**src/riscv_csr_pkg.sv**
```systemverilog
`default_nettype none

package riscv_csr_pkg;

  ////////////////////////////////////////
  // Widths
  ////////////////////////////////////////

  localparam int xlen   = 32;          // Register width
  localparam int time_w = 2 * xlen;    // mtime / mtimecmp width

  ////////////////////////////////////////
  // CSR instruction side
  ////////////////////////////////////////

  typedef enum logic [1:0] {
    CSR_NOP = 2'b00,                   // No write
    CSR_RW  = 2'b01,                   // Read-write
    CSR_RS  = 2'b10,                   // Read-set
    CSR_RC  = 2'b11                    // Read-clear
  } csr_op_t;

  typedef logic [11:0] csr_addr_t;

  // Machine CSR numbers
  localparam csr_addr_t CSR_MSTATUS  = 12'h300;
  localparam csr_addr_t CSR_MIE      = 12'h304;
  localparam csr_addr_t CSR_MTVEC    = 12'h305;
  localparam csr_addr_t CSR_MSCRATCH = 12'h340;
  localparam csr_addr_t CSR_MEPC     = 12'h341;
  localparam csr_addr_t CSR_MCAUSE   = 12'h342;
  localparam csr_addr_t CSR_MTVAL    = 12'h343;
  localparam csr_addr_t CSR_MIP      = 12'h344;

  ////////////////////////////////////////
  // Timer bus
  ////////////////////////////////////////

  typedef logic [1:0] timer_addr_t;    // Word offset

  localparam timer_addr_t MTIME_LO    = 2'd0;
  localparam timer_addr_t MTIME_HI    = 2'd1;
  localparam timer_addr_t MTIMECMP_LO = 2'd2;
  localparam timer_addr_t MTIMECMP_HI = 2'd3;

  ////////////////////////////////////////
  // Bit positions, masks, causes
  ////////////////////////////////////////

  localparam int MSTATUS_MIE_BIT  = 3;
  localparam int MSTATUS_MPIE_BIT = 7;
  localparam int MSTATUS_MPP_LSB  = 11;
  localparam int MSTATUS_MPP_MSB  = 12;
  localparam logic [1:0] MSTATUS_MPP = 2'b11;   // Machine mode only

  localparam int MTIE_BIT = 7;         // mie
  localparam int MTIP_BIT = 7;         // mip

  // Writable bits per register
  localparam logic [xlen-1:0] MSTATUS_WMASK = 32'h0000_0088;   // MPIE, MIE
  localparam logic [xlen-1:0] MIE_WMASK     = 32'h0000_0080;   // MTIE

  localparam logic [xlen-1:0] CAUSE_M_TIMER = 32'h8000_0007;

endpackage

`default_nettype wire

```
**src/trap_if.sv**
```systemverilog
`timescale 1ns/100ps
`default_nettype none

interface trap_if;

  // Controller to CSR file
  logic                             take;       // One-cycle trap strobe
  logic                             mret;       // Trap return strobe
  logic [riscv_csr_pkg::xlen-1:0]   cause;
  logic [riscv_csr_pkg::xlen-1:0]   epc;        // Word aligned
  logic [riscv_csr_pkg::xlen-1:0]   tval;

  // CSR file to controller
  logic                             global_ie;  // mstatus.MIE
  logic                             mtie;       // mie.MTIE

  modport ctrl (
    output take, mret, cause, epc, tval,
    input  global_ie, mtie
  );

  modport csr (
    input  take, mret, cause, epc, tval,
    output global_ie, mtie
  );

endinterface

`default_nettype wire
```
**src/csr_file.sv**
```systemverilog
`timescale 1ns/100ps
`default_nettype none

module csr_file (
  input  wire logic                            clk,
  input  wire logic                            rst,
  // CSR instruction
  input  wire riscv_csr_pkg::csr_op_t          csr_op_i,
  input  wire riscv_csr_pkg::csr_addr_t        csr_addr_i,
  input  wire logic [riscv_csr_pkg::xlen-1:0]  csr_wdata_i,
  output      logic [riscv_csr_pkg::xlen-1:0]  csr_rdata_o,   // Old value
  // Timer level, seen as mip.MTIP
  input  wire logic                            timer_pending_i,
  // To fetch
  output      logic [riscv_csr_pkg::xlen-1:0]  mtvec_o,
  output      logic [riscv_csr_pkg::xlen-1:0]  mepc_o,
  // Trap strobes and enables
  trap_if.csr                                  trap
);

  localparam int XL = riscv_csr_pkg::xlen;

  ////////////////////////////////////////
  // Storage
  ////////////////////////////////////////

  logic [XL-1:0] mstatus_q;     // Only MIE / MPIE ever set
  logic [XL-1:0] mie_q;         // Only MTIE ever set
  logic [XL-1:0] mtvec_q;
  logic [XL-1:0] mscratch_q;
  logic [XL-1:0] mepc_q;
  logic [XL-1:0] mcause_q;
  logic [XL-1:0] mtval_q;

  logic [XL-1:0] mstatus_rd;    // With MPP forced
  logic [XL-1:0] mip_rd;        // Built from timer level
  logic [XL-1:0] wval;          // Value before per-register masking
  logic          we;

  ////////////////////////////////////////
  // Read side
  ////////////////////////////////////////

  always_comb begin
    mstatus_rd = mstatus_q;
    mstatus_rd[riscv_csr_pkg::MSTATUS_MPP_MSB:riscv_csr_pkg::MSTATUS_MPP_LSB] =
      riscv_csr_pkg::MSTATUS_MPP;                            // M-mode only
    mip_rd = '0;
    mip_rd[riscv_csr_pkg::MTIP_BIT] = timer_pending_i;      // Read-only level
  end

  always_comb begin
    case (csr_addr_i)
      riscv_csr_pkg::CSR_MSTATUS:  csr_rdata_o = mstatus_rd;
      riscv_csr_pkg::CSR_MIE:      csr_rdata_o = mie_q;
      riscv_csr_pkg::CSR_MTVEC:    csr_rdata_o = mtvec_q;
      riscv_csr_pkg::CSR_MSCRATCH: csr_rdata_o = mscratch_q;
      riscv_csr_pkg::CSR_MEPC:     csr_rdata_o = mepc_q;
      riscv_csr_pkg::CSR_MCAUSE:   csr_rdata_o = mcause_q;
      riscv_csr_pkg::CSR_MTVAL:    csr_rdata_o = mtval_q;
      riscv_csr_pkg::CSR_MIP:      csr_rdata_o = mip_rd;
      default:                     csr_rdata_o = '0;        // Unknown address
    endcase
  end

  ////////////////////////////////////////
  // Operation decode
  ////////////////////////////////////////

  always_comb begin
    we = 1'b1;
    case (csr_op_i)
      riscv_csr_pkg::CSR_RW: wval = csr_wdata_i;
      riscv_csr_pkg::CSR_RS: wval = csr_rdata_o | csr_wdata_i;     // Set bits
      riscv_csr_pkg::CSR_RC: wval = csr_rdata_o & ~csr_wdata_i;    // Clear bits
      default: begin
        wval = csr_rdata_o;
        we   = 1'b0;
      end
    endcase
  end

  ////////////////////////////////////////
  // Update
  ////////////////////////////////////////

  // Later assignments win: CSR write, then mret, then trap
  always_ff @(posedge clk) begin
    if (rst) begin
      mstatus_q  <= '0;
      mie_q      <= '0;
      mtvec_q    <= '0;
      mscratch_q <= '0;
      mepc_q     <= '0;
      mcause_q   <= '0;
      mtval_q    <= '0;
    end else begin
      if (we) begin
        case (csr_addr_i)
          riscv_csr_pkg::CSR_MSTATUS:  mstatus_q  <= wval & riscv_csr_pkg::MSTATUS_WMASK;
          riscv_csr_pkg::CSR_MIE:      mie_q      <= wval & riscv_csr_pkg::MIE_WMASK;
          riscv_csr_pkg::CSR_MTVEC:    mtvec_q    <= {wval[XL-1:2], 2'b00};  // Direct mode
          riscv_csr_pkg::CSR_MSCRATCH: mscratch_q <= wval;
          riscv_csr_pkg::CSR_MEPC:     mepc_q     <= {wval[XL-1:2], 2'b00};
          riscv_csr_pkg::CSR_MCAUSE:   mcause_q   <= wval;
          riscv_csr_pkg::CSR_MTVAL:    mtval_q    <= wval;
          default: ;                                        // mip, unknown
        endcase
      end
      if (trap.mret) begin
        mstatus_q[riscv_csr_pkg::MSTATUS_MIE_BIT]  <=
          mstatus_q[riscv_csr_pkg::MSTATUS_MPIE_BIT];        // Restore enable
        mstatus_q[riscv_csr_pkg::MSTATUS_MPIE_BIT] <= 1'b1;
      end
      if (trap.take) begin
        mepc_q   <= trap.epc;
        mcause_q <= trap.cause;
        mtval_q  <= trap.tval;
        // Stack the global enable
        mstatus_q[riscv_csr_pkg::MSTATUS_MPIE_BIT] <=
          mstatus_q[riscv_csr_pkg::MSTATUS_MIE_BIT];
        mstatus_q[riscv_csr_pkg::MSTATUS_MIE_BIT]  <= 1'b0;
      end
    end
  end

  ////////////////////////////////////////
  // Outputs
  ////////////////////////////////////////

  assign mtvec_o = mtvec_q;
  assign mepc_o  = mepc_q;

  assign trap.global_ie = mstatus_q[riscv_csr_pkg::MSTATUS_MIE_BIT];
  assign trap.mtie      = mie_q[riscv_csr_pkg::MTIE_BIT];

  ////////////////////////////////////////
  // Checks
  ////////////////////////////////////////

  // Holds across writes, traps and returns alike
  a_mstatus_mask: assert property (
    @(posedge clk) disable iff (rst)
    (mstatus_q & ~riscv_csr_pkg::MSTATUS_WMASK) == '0
  ) else $error("mstatus holds bits outside its write mask");

endmodule

`default_nettype wire

```
**src/csr_subsystem.sv**
```systemverilog
`timescale 1ns/100ps
`default_nettype none

module csr_subsystem (
  input  wire logic                            clk,
  input  wire logic                            rst,
  // CSR instruction
  input  wire riscv_csr_pkg::csr_op_t          csr_op_i,
  input  wire riscv_csr_pkg::csr_addr_t        csr_addr_i,
  input  wire logic [riscv_csr_pkg::xlen-1:0]  csr_wdata_i,
  output      logic [riscv_csr_pkg::xlen-1:0]  csr_rdata_o,
  // Pipeline exception and return
  input  wire logic                            exc_req_i,
  input  wire logic [riscv_csr_pkg::xlen-1:0]  exc_cause_i,
  input  wire logic [riscv_csr_pkg::xlen-1:0]  tval_i,
  input  wire logic [riscv_csr_pkg::xlen-1:0]  pc_i,
  input  wire logic                            mret_i,
  output      logic                            trap_o,
  output      logic [riscv_csr_pkg::xlen-1:0]  mtvec_o,     // Trap vector
  output      logic [riscv_csr_pkg::xlen-1:0]  mepc_o,
  // Memory-mapped timer
  input  wire logic                            tmr_we_i,
  input  wire riscv_csr_pkg::timer_addr_t      tmr_addr_i,
  input  wire logic [riscv_csr_pkg::xlen-1:0]  tmr_wdata_i,
  output      logic [riscv_csr_pkg::xlen-1:0]  tmr_rdata_o
);

  logic   timer_pending;   // mtime >= mtimecmp
  trap_if trap_bus ();

  machine_timer u_timer (
    .clk             (clk),
    .rst             (rst),
    .tmr_we_i        (tmr_we_i),
    .tmr_addr_i      (tmr_addr_i),
    .tmr_wdata_i     (tmr_wdata_i),
    .tmr_rdata_o     (tmr_rdata_o),
    .timer_pending_o (timer_pending)
  );

  trap_ctrl u_trap_ctrl (
    .exc_req_i       (exc_req_i),
    .exc_cause_i     (exc_cause_i),
    .tval_i          (tval_i),
    .pc_i            (pc_i),
    .mret_i          (mret_i),
    .timer_pending_i (timer_pending),
    .trap            (trap_bus.ctrl)
  );

  csr_file u_csr_file (
    .clk             (clk),
    .rst             (rst),
    .csr_op_i        (csr_op_i),
    .csr_addr_i      (csr_addr_i),
    .csr_wdata_i     (csr_wdata_i),
    .csr_rdata_o     (csr_rdata_o),
    .timer_pending_i (timer_pending),
    .mtvec_o         (mtvec_o),
    .mepc_o          (mepc_o),
    .trap            (trap_bus.csr)
  );

  assign trap_o = trap_bus.take;   // Same cycle as the request

endmodule

`default_nettype wire

```
**src/machine_timer.sv**
```systemverilog
`timescale 1ns/100ps
`default_nettype none

module machine_timer (
  input  wire logic                            clk,
  input  wire logic                            rst,
  // Word bus
  input  wire logic                            tmr_we_i,
  input  wire riscv_csr_pkg::timer_addr_t      tmr_addr_i,
  input  wire logic [riscv_csr_pkg::xlen-1:0]  tmr_wdata_i,
  output      logic [riscv_csr_pkg::xlen-1:0]  tmr_rdata_o,
  // Level to trap logic and mip
  output      logic                            timer_pending_o
);

  localparam int XL = riscv_csr_pkg::xlen;

  logic [riscv_csr_pkg::time_w-1:0] mtime_q;
  logic [riscv_csr_pkg::time_w-1:0] mtimecmp_q;
  logic                             mtime_wr;     // This edge rewrites a half of mtime

  assign mtime_wr = tmr_we_i &&
                    ((tmr_addr_i == riscv_csr_pkg::MTIME_LO) ||
                     (tmr_addr_i == riscv_csr_pkg::MTIME_HI));

  ////////////////////////////////////////
  // Read mux
  ////////////////////////////////////////

  always_comb begin
    case (tmr_addr_i)
      riscv_csr_pkg::MTIME_LO:    tmr_rdata_o = mtime_q[XL-1:0];
      riscv_csr_pkg::MTIME_HI:    tmr_rdata_o = mtime_q[2*XL-1:XL];
      riscv_csr_pkg::MTIMECMP_LO: tmr_rdata_o = mtimecmp_q[XL-1:0];
      default:                    tmr_rdata_o = mtimecmp_q[2*XL-1:XL];
    endcase
  end

  ////////////////////////////////////////
  // Counter and compare registers
  ////////////////////////////////////////

  always_ff @(posedge clk) begin
    if (rst) begin
      mtime_q    <= '0;
      mtimecmp_q <= '0;
    end else begin
      if (!mtime_wr) begin
        mtime_q <= mtime_q + 1'b1;                           // Free running
      end
      if (tmr_we_i) begin
        case (tmr_addr_i)
          riscv_csr_pkg::MTIME_LO: begin
            mtime_q <= {mtime_q[2*XL-1:XL], tmr_wdata_i};      // Upper half held
          end
          riscv_csr_pkg::MTIME_HI: begin
            mtime_q <= {tmr_wdata_i, mtime_q[XL-1:0]};         // Lower half held
          end
          riscv_csr_pkg::MTIMECMP_LO: begin
            mtimecmp_q <= {mtimecmp_q[2*XL-1:XL], tmr_wdata_i};
          end
          default: begin
            mtimecmp_q <= {tmr_wdata_i, mtimecmp_q[XL-1:0]};
          end
        endcase
      end
    end
  end

  // Unsigned 64-bit compare of the registered values
  assign timer_pending_o = (mtime_q >= mtimecmp_q);

  ////////////////////////////////////////
  // Checks
  ////////////////////////////////////////

  // Counter never stalls or skips when left alone
  a_mtime_advances: assert property (
    @(posedge clk) disable iff (rst)
    !mtime_wr |=> (mtime_q == $past(mtime_q) + 1'b1)
  ) else $error("mtime did not advance by one");

endmodule

`default_nettype wire

```
**src/trap_ctrl.sv**
```systemverilog
`timescale 1ns/100ps
`default_nettype none

module trap_ctrl (
  // From the pipeline
  input  wire logic                            exc_req_i,     // Synchronous exception
  input  wire logic [riscv_csr_pkg::xlen-1:0]  exc_cause_i,
  input  wire logic [riscv_csr_pkg::xlen-1:0]  tval_i,
  input  wire logic [riscv_csr_pkg::xlen-1:0]  pc_i,
  input  wire logic                            mret_i,
  // From the timer
  input  wire logic                            timer_pending_i,
  // To and from the CSR file
  trap_if.ctrl                                 trap
);

  logic timer_irq;   // Enabled timer interrupt
  logic exc_take;    // Enabled exception

  ////////////////////////////////////////
  // Arbitration
  ////////////////////////////////////////

  // Both sources gated by mstatus.MIE, timer also by mie.MTIE
  assign timer_irq = trap.global_ie && trap.mtie && timer_pending_i;
  assign exc_take  = trap.global_ie && exc_req_i;

  assign trap.take = timer_irq || exc_take;

  // Timer has priority, exception request dropped
  always_comb begin
    if (timer_irq) begin
      trap.cause = riscv_csr_pkg::CAUSE_M_TIMER;
      trap.tval  = '0;                               // No trap value for interrupts
    end else begin
      trap.cause = exc_cause_i;
      trap.tval  = tval_i;
    end
  end

  // Saved pc, word aligned
  assign trap.epc = {pc_i[riscv_csr_pkg::xlen-1:2], 2'b00};

  ////////////////////////////////////////
  // Trap return
  ////////////////////////////////////////

  // A trap in the same cycle wins over mret
  assign trap.mret = mret_i && !trap.take;

  ////////////////////////////////////////
  // Checks
  ////////////////////////////////////////

  // Pipeline exceptions are synchronous, interrupt bit never set
  always_comb begin
    a_exc_cause_sync: assert (!(exc_req_i && exc_cause_i[riscv_csr_pkg::xlen-1]))
      else $error("exception request carries an interrupt cause");
  end

endmodule

`default_nettype wire

```
**config.mk**
```make
export PLATFORM = sky130hd
export DESIGN_NAME = csr_subsystem
export DESIGN_NICKNAME = d
export VERILOG_FILES = /design/src/riscv_csr_pkg.sv /design/src/trap_if.sv /design/src/csr_file.sv /design/src/csr_subsystem.sv /design/src/machine_timer.sv /design/src/trap_ctrl.sv
export SDC_FILE = /design/constraint.sdc
export NUM_CORES = 1
export LEC_CHECK = 0
export BUFFER_PORTS_ARGS = -buffer_cell sky130_fd_sc_hd__buf_2
export CAP_MARGIN = 10
export CORE_AREA = 3 3 241 243
export DETAILED_ROUTE_END_ITERATION = 10
export DIE_AREA = 0 0 244 246
export GPL_TIMING_DRIVEN = 0
export PLACE_DENSITY = 0.46
export SLEW_MARGIN = 0
export SYNTH_ARGS = -nofsm -noshare
export SYNTH_HDL_FRONTEND = slang
export SYNTH_SLANG_ARGS = --single-unit
```
**constraint.sdc**
```tcl
create_clock -name clk -period 7.93 [get_ports clk]
set_input_delay 0.793 -clock clk [delete_from_list [all_inputs] [get_ports clk]]
set_output_delay 0.793 -clock clk [all_outputs]
set_load 0.01 [all_outputs]
```
Word level (Yosys, flattened, before mapping)
Cells that the tools add are included.
Cells by class
  add/subtract/negate cells: 1
  magnitude comparators: 1
  equality and inequality tests: 15
  muxes and demuxes: 24
  bitwise operators: 5
  reductions and logical operators: 30
Operators by type and width (number)
  two-way mux 32 bit: 11
  one-hot mux 32 bit (8 select lines): 1
  one-hot mux 64 bit (2 select lines): 2
  one-hot mux 32 bit (3 select lines): 2
  two-way mux 64 bit: 2
  == test 12 x 10 -> 1 bit (second input constant): 8
  adder 64 x 1 -> 64 bit (second input constant): 1
  >= comparator 64 bit: 1
  AND 32 bit: 1
  NOT 32 bit: 1
  OR 32 bit: 1
  two-way mux 8 bit: 2
  AND reduction 2 bit: 8
  nonzero test 2 bit: 6
  == test 2 bit (second input constant): 3
  AND reduction 3 bit: 2
  nonzero test 3 bit: 2
  logical AND 1 bit: 5
  == test 2 x 1 -> 1 bit (second input constant): 2
  two-way mux 1 bit: 4
  inequality test 2 bit (second input constant): 2
  OR reduction 2 bit: 2
  OR reduction 3 bit: 1
  logical NOT 2 bit: 1
  other kinds (3): 5
Storage, ports and cells
  flip-flop bits (word level): 287
  input port bits: 181
  output and inout port bits: 129

Logic depth before layout (Yosys ltp)
  depth after elaboration: 8
  mapped depth: 13

Modules after synthesis
A second synthesis with hierarchy kept.
Unflattened totals
  cell total of the unflattened synthesis: 2348
  area total of the unflattened synthesis: 18963.2 um^2
By module, submodules not included
  csr_file: times used 1, cells an instance 1172, area each 9420.3 um^2
  machine_timer: times used 1, cells an instance 1068, area each 8685.8 um^2
  trap_ctrl: times used 1, cells an instance 108, area each 857.1 um^2

Worst setup path before layout
OpenSTA, ideal clock, no wires.
  kind: register to output
  start: reg u_timer.mtime_q[0] (netlist name)
  end: out trap_o
  data arrival time: 2.518 ns
  data required time: 7.137 ns
  slack: 4.619 ns
  cell stages (with the launch flop): 12
  path buffers: 1
  cell sequence: dfxtp_1 > inv_1 > ha_1 > nand2b_1 > a2111oi_0 > o31ai_1 > a211o_1 > a211oi_2 > a21oi_1 > nor2_2 > inv_2 > clkbuf_1
Between the ends
  cells in the longest elaborated chain, start to end: 3
RTL lines
  start, declared: RTL line machine_timer.sv:18  | logic [riscv_csr_pkg::time_w-1:0] mtime_q;
  start signal, assigned: RTL line machine_timer.sv:49  | mtime_q <= mtime_q + 1'b1;
  start signal, assigned: RTL line machine_timer.sv:54  | mtime_q <= {mtime_q[2*XL-1:XL], tmr_wdata_i};
  start signal, assigned: RTL line machine_timer.sv:57  | mtime_q <= {tmr_wdata_i, mtime_q[XL-1:0]};
  >= comparator 64 bit: RTL line machine_timer.sv:71  | assign timer_pending_o = (mtime_q >= mtimecmp_q);
  logical AND 1 bit: RTL line trap_ctrl.sv:25  | assign timer_irq = trap.global_ie && trap.mtie && timer_pending_i;
  logical OR 1 bit: RTL line trap_ctrl.sv:28  | assign trap.take = timer_irq || exc_take;
  end, declared: RTL line csr_subsystem.sv:18  | output logic trap_o,
Every way passes these cells.

Worst setup path after layout
Same ends and word-level chain as after synthesis.

==> metrics.csv <==
stage;metric;value;unit
hold_path;hp-class;register to register;
routing;post-route-drc-count;0;
sta;hold_violations;0;
pwr;ir_drop;126;µV
setup_path;cp-end-kind;primary output;
setup_path;crit_arrival;4790;ps
synthesis;yosys-top-cells-area;dfxtp_1, a21oi_1, nand2_1;
clock_network;cts.sinks;287;
pwr;power_density;183;nW/µm²
clock_network;tritoncts;done;
sta;rsz0062_at_grt;no;
synthesis;synth_top_flop_cell;dfxtp_1;
finish;register_area;5750;µm²
routing;routed_via_density;5.57;
placement;pre_cts_ws;2980;ps
grt;antenna_found_initial;1;
grt;grt_pass1_wl;112;mm
synthesis;synthDominantCellAreaShare;0.355;
floorplanning;initial_core_util;0.288;
synthesis;ys_warn_count;0;
clock_network;cts_hold_buf;0;
clock_network;clk_latency;570;ps
clock_network;cts_buffers;37;
grt;grt_max_degree;12;
placement;place_congestion;0.922;
sta;fin_crit;5580;ps
grt;grt_pass1_vias;16800;
pwr;p_comb_frac;0.131;
clock_network;clock-root-buffer;clkbuf_16;
clock_network;clockBufferDepth;3;
synthesis;yosys_register_bits;287;
synthesis;synth-seq-area-share;0.355;
setup_path;start_kind;register;
setup_path;crit_type;register to primary output;
sta;fin_setup_tns;0;ps
finish;final_core_util;0.352;
pwr;clkPwrFrac;0.445;
sta;fin_crit_sh;0.704;
finish;fin_cells;3154;
finish;nets;2618;
floorplanning;die_x;244;µm
pwr;p_switching;1.05;mW
grt;grt-ovfl-total;0;
synthesis;synth_area;16200;µm²
placement;dpl-instance-area;18700;µm²
floorplanning;rows;87;
pwr;p_seq_frac;0.424;
placement;dp_hpwl;60.2;mm
finish;final_layout_size_suffix_gt1_frac;0.191;
routing;drt_iter0_drc;1493;
sta;final-max-slew-violation-count;0;
synthesis;syn_inst;2029;
routing;dr.pass1.iters;6;
floorplanning;design.core.area;56200;µm²
synthesis;avgSynthCellArea;7.98;µm²
sta;setup_violations;0;
setup_path;worstPathMaxFanout;10;
synthesis;synth_edf_count;0;
status;outcome;complete, no violations;
sta;timing.slew.headroom;0.144;
routing;routed_wl;78.3;mm
finish;multi_input_area;9480;µm²
floorplanning;dieArea;60000;µm²
sta;fin_ws;2350;ps
floorplanning;io-pin-count;310;
clock_network;htreeDepth;2;
job;maxCapViolations;0;
pwr;p_int;2.56;mW
routing;drtAntennaViolNets;0;
sta;whs;461;ps
pwr;fin_total_pwr;3.61;mW
finish;fillers;6144;
placement;dpl.cell_count;3089;
routing;wl_per_cell;24.8;µm
clock_network;postCtsSetupBuffers;0;
sta;fmax;0.179;GHz
finish;area_growth;22.3;%
pwr;swShare;0.290;
sta;clock_skew;24.6;ps
setup_path;required;7140;ps
sta;worst_pin_slew;1280;ps
placement;place.port_buffers;299;
synthesis;synthArstFlopShare;0;
finish;final_cell_area;19800;µm²
clock_network;clkSlewWorstSetupHoldPaths;60;ps
grt;track_usage;0.250;
floorplanning;die_h;246;µm
synthesis;yosys.area.top_type;dfxtp_1;
routing;vias;17600;
pwr;p_leak;7.65;nW
synthesis;ys_types;76;
clock_network;cts.repair.resized;0;
## path summary, 6_finish.rpt
| path | start | end | slack, ps | cells after the start |
|---|---|---|---|---|
| worst max-delay path | u_timer.mtime_q[0]$_SDFFE_PP0P_ | trap_o | 2350 | 12 |
| worst min-delay path | u_csr_file.mtval_q[3]$_SDFFE_PP0P_ | u_csr_file.mtval_q[3]$_SDFFE_PP0P_ | 460 | 1 |
| worst max register to register | u_timer.mtime_q[0]$_SDFFE_PP0P_ | u_csr_file.mtval_q[23]$_SDFFE_PP0P_ | 3190 | 12 |
| worst min register to register | u_csr_file.mtval_q[3]$_SDFFE_PP0P_ | u_csr_file.mtval_q[3]$_SDFFE_PP0P_ | 460 | 1 |
## layout by cell type, fill, tap and decap left out, types with 6 or more instances in the layout
master,instances
a211oi_1,69
a311oi_1,7
o221a_1,12
clkbuf_16,37
o221a_2,42
ha_1,65
nand2b_1,6
nand2_1,306
and2_1,10
buf_1,14
inv_1,97
a21oi_1,238
o21ai_0,71
o211ai_1,24
nor2_1,194
a2111oi_0,6
and4_1,8
nand3_1,42
dfxtp_1,287
and3_1,52
buf_2,310
a22oi_1,60
a222oi_1,6
a211o_1,27
clkbuf_1,138
mux4_2,32
nor3_1,30
nor4_1,21
mux2i_1,37
nand4_1,15
a221oi_1,18
a31oi_1,11
a21o_1,7
## logic make-up after synthesis
| kind of cell | count (synthesis) | share of synthesized area |
|---|---|---|
| AOI/OAI and AO/OA | 629 | 0.263 |
| xor gates and xnor gates | 2 | 0.00108 |
| adders and majority gates | 65 | 0.0502 |
| buffers and inverters | 253 | 0.0604 |
| DFF | 287 | 0.355 |
| muxes | 71 | 0.0688 |
| other | 1 | 0.000232 |
| and+or+nand+nor | 721 | 0.201 |
## synthesized netlist by cell type, types with 4 or more instances
cell,number
a41oi_1,4
nand2_1,306
o21ai_0,71
a222oi_1,6
o211ai_1,24
a221oi_1,18
nor2_1,194
buf_2,11
o221a_2,42
clkbuf_1,126
mux2i_1,37
o221a_1,12
nand3_1,42
buf_1,14
nor2b_1,5
mux4_2,32
a22oi_1,60
dfxtp_1,287
o21a_1,4
a311oi_1,7
a2111oi_0,6
nor4_1,21
ha_1,65
nand4_1,15
buf_4,4
and4_1,8
and2_1,10
a21oi_1,238
a211oi_1,69
nor3_1,30
a31oi_1,11
inv_1,97
nand2b_1,6
a211o_1,27
a21o_1,7
and3_1,52
o21ai_1,5
## worst max-delay path: stages, from the launching register on
cell,delay (ps)
dfxtp_1,470
inv_1,80
ha_1,260
nand2b_1,160
a2111oi_0,680
o31ai_1,250
a211o_1,420
a211oi_2,400
a21oi_1,210
nor2_2,480
inv_2,180
clkbuf_1,360
buf_2,250
## area by class of cell
type	instances	area share
clock buffer	54	0.0525
clock inverter	8	0.00316
tap	756	0.0478
antenna	3	0.000379
sequential	287	0.290
buffer	155	0.0308
timing repair buffer	301	0.0777
multi-input combinational	1492	0.479
inverter	98	0.0186
## registers in the layout, indices dropped and copies added (netlist names)
register and flops:
u_csr_file.mcause_q 32, u_csr_file.mstatus_q 2, u_csr_file.mtvec_o 30, u_timer.mtime_q 64, u_timer.mtimecmp_q 64, u_csr_file.mscratch_q 32, u_csr_file.mepc_o 30, u_csr_file.mie_q 1
u_csr_file.mtval_q 32
## metal layers
metal / GRT usage / share of wire
met4: 0.0886 / 0.033
met1: 0.306 / 0.40
met2: 0.449 / 0.50
met3: 0.0361 / 0.067
met5: 0 / 0
## power by group through the flow
stage | registers, mW | clock network [mW] | logic [mW]
5_1_grt | 1.54 | 1.68 | 0.513
6_report | 1.53 | 1.61 | 0.474
3_5_place_dp | 1.56 | 0 | 0.473
3_3_place_gp | 1.56 | 0 | 0.466
4_1_cts | 1.53 | 1.63 | 0.475
2_1_floorplan | 1.55 | 0 | 0.251
Note: power is estimated with default switching activity, not from simulation.
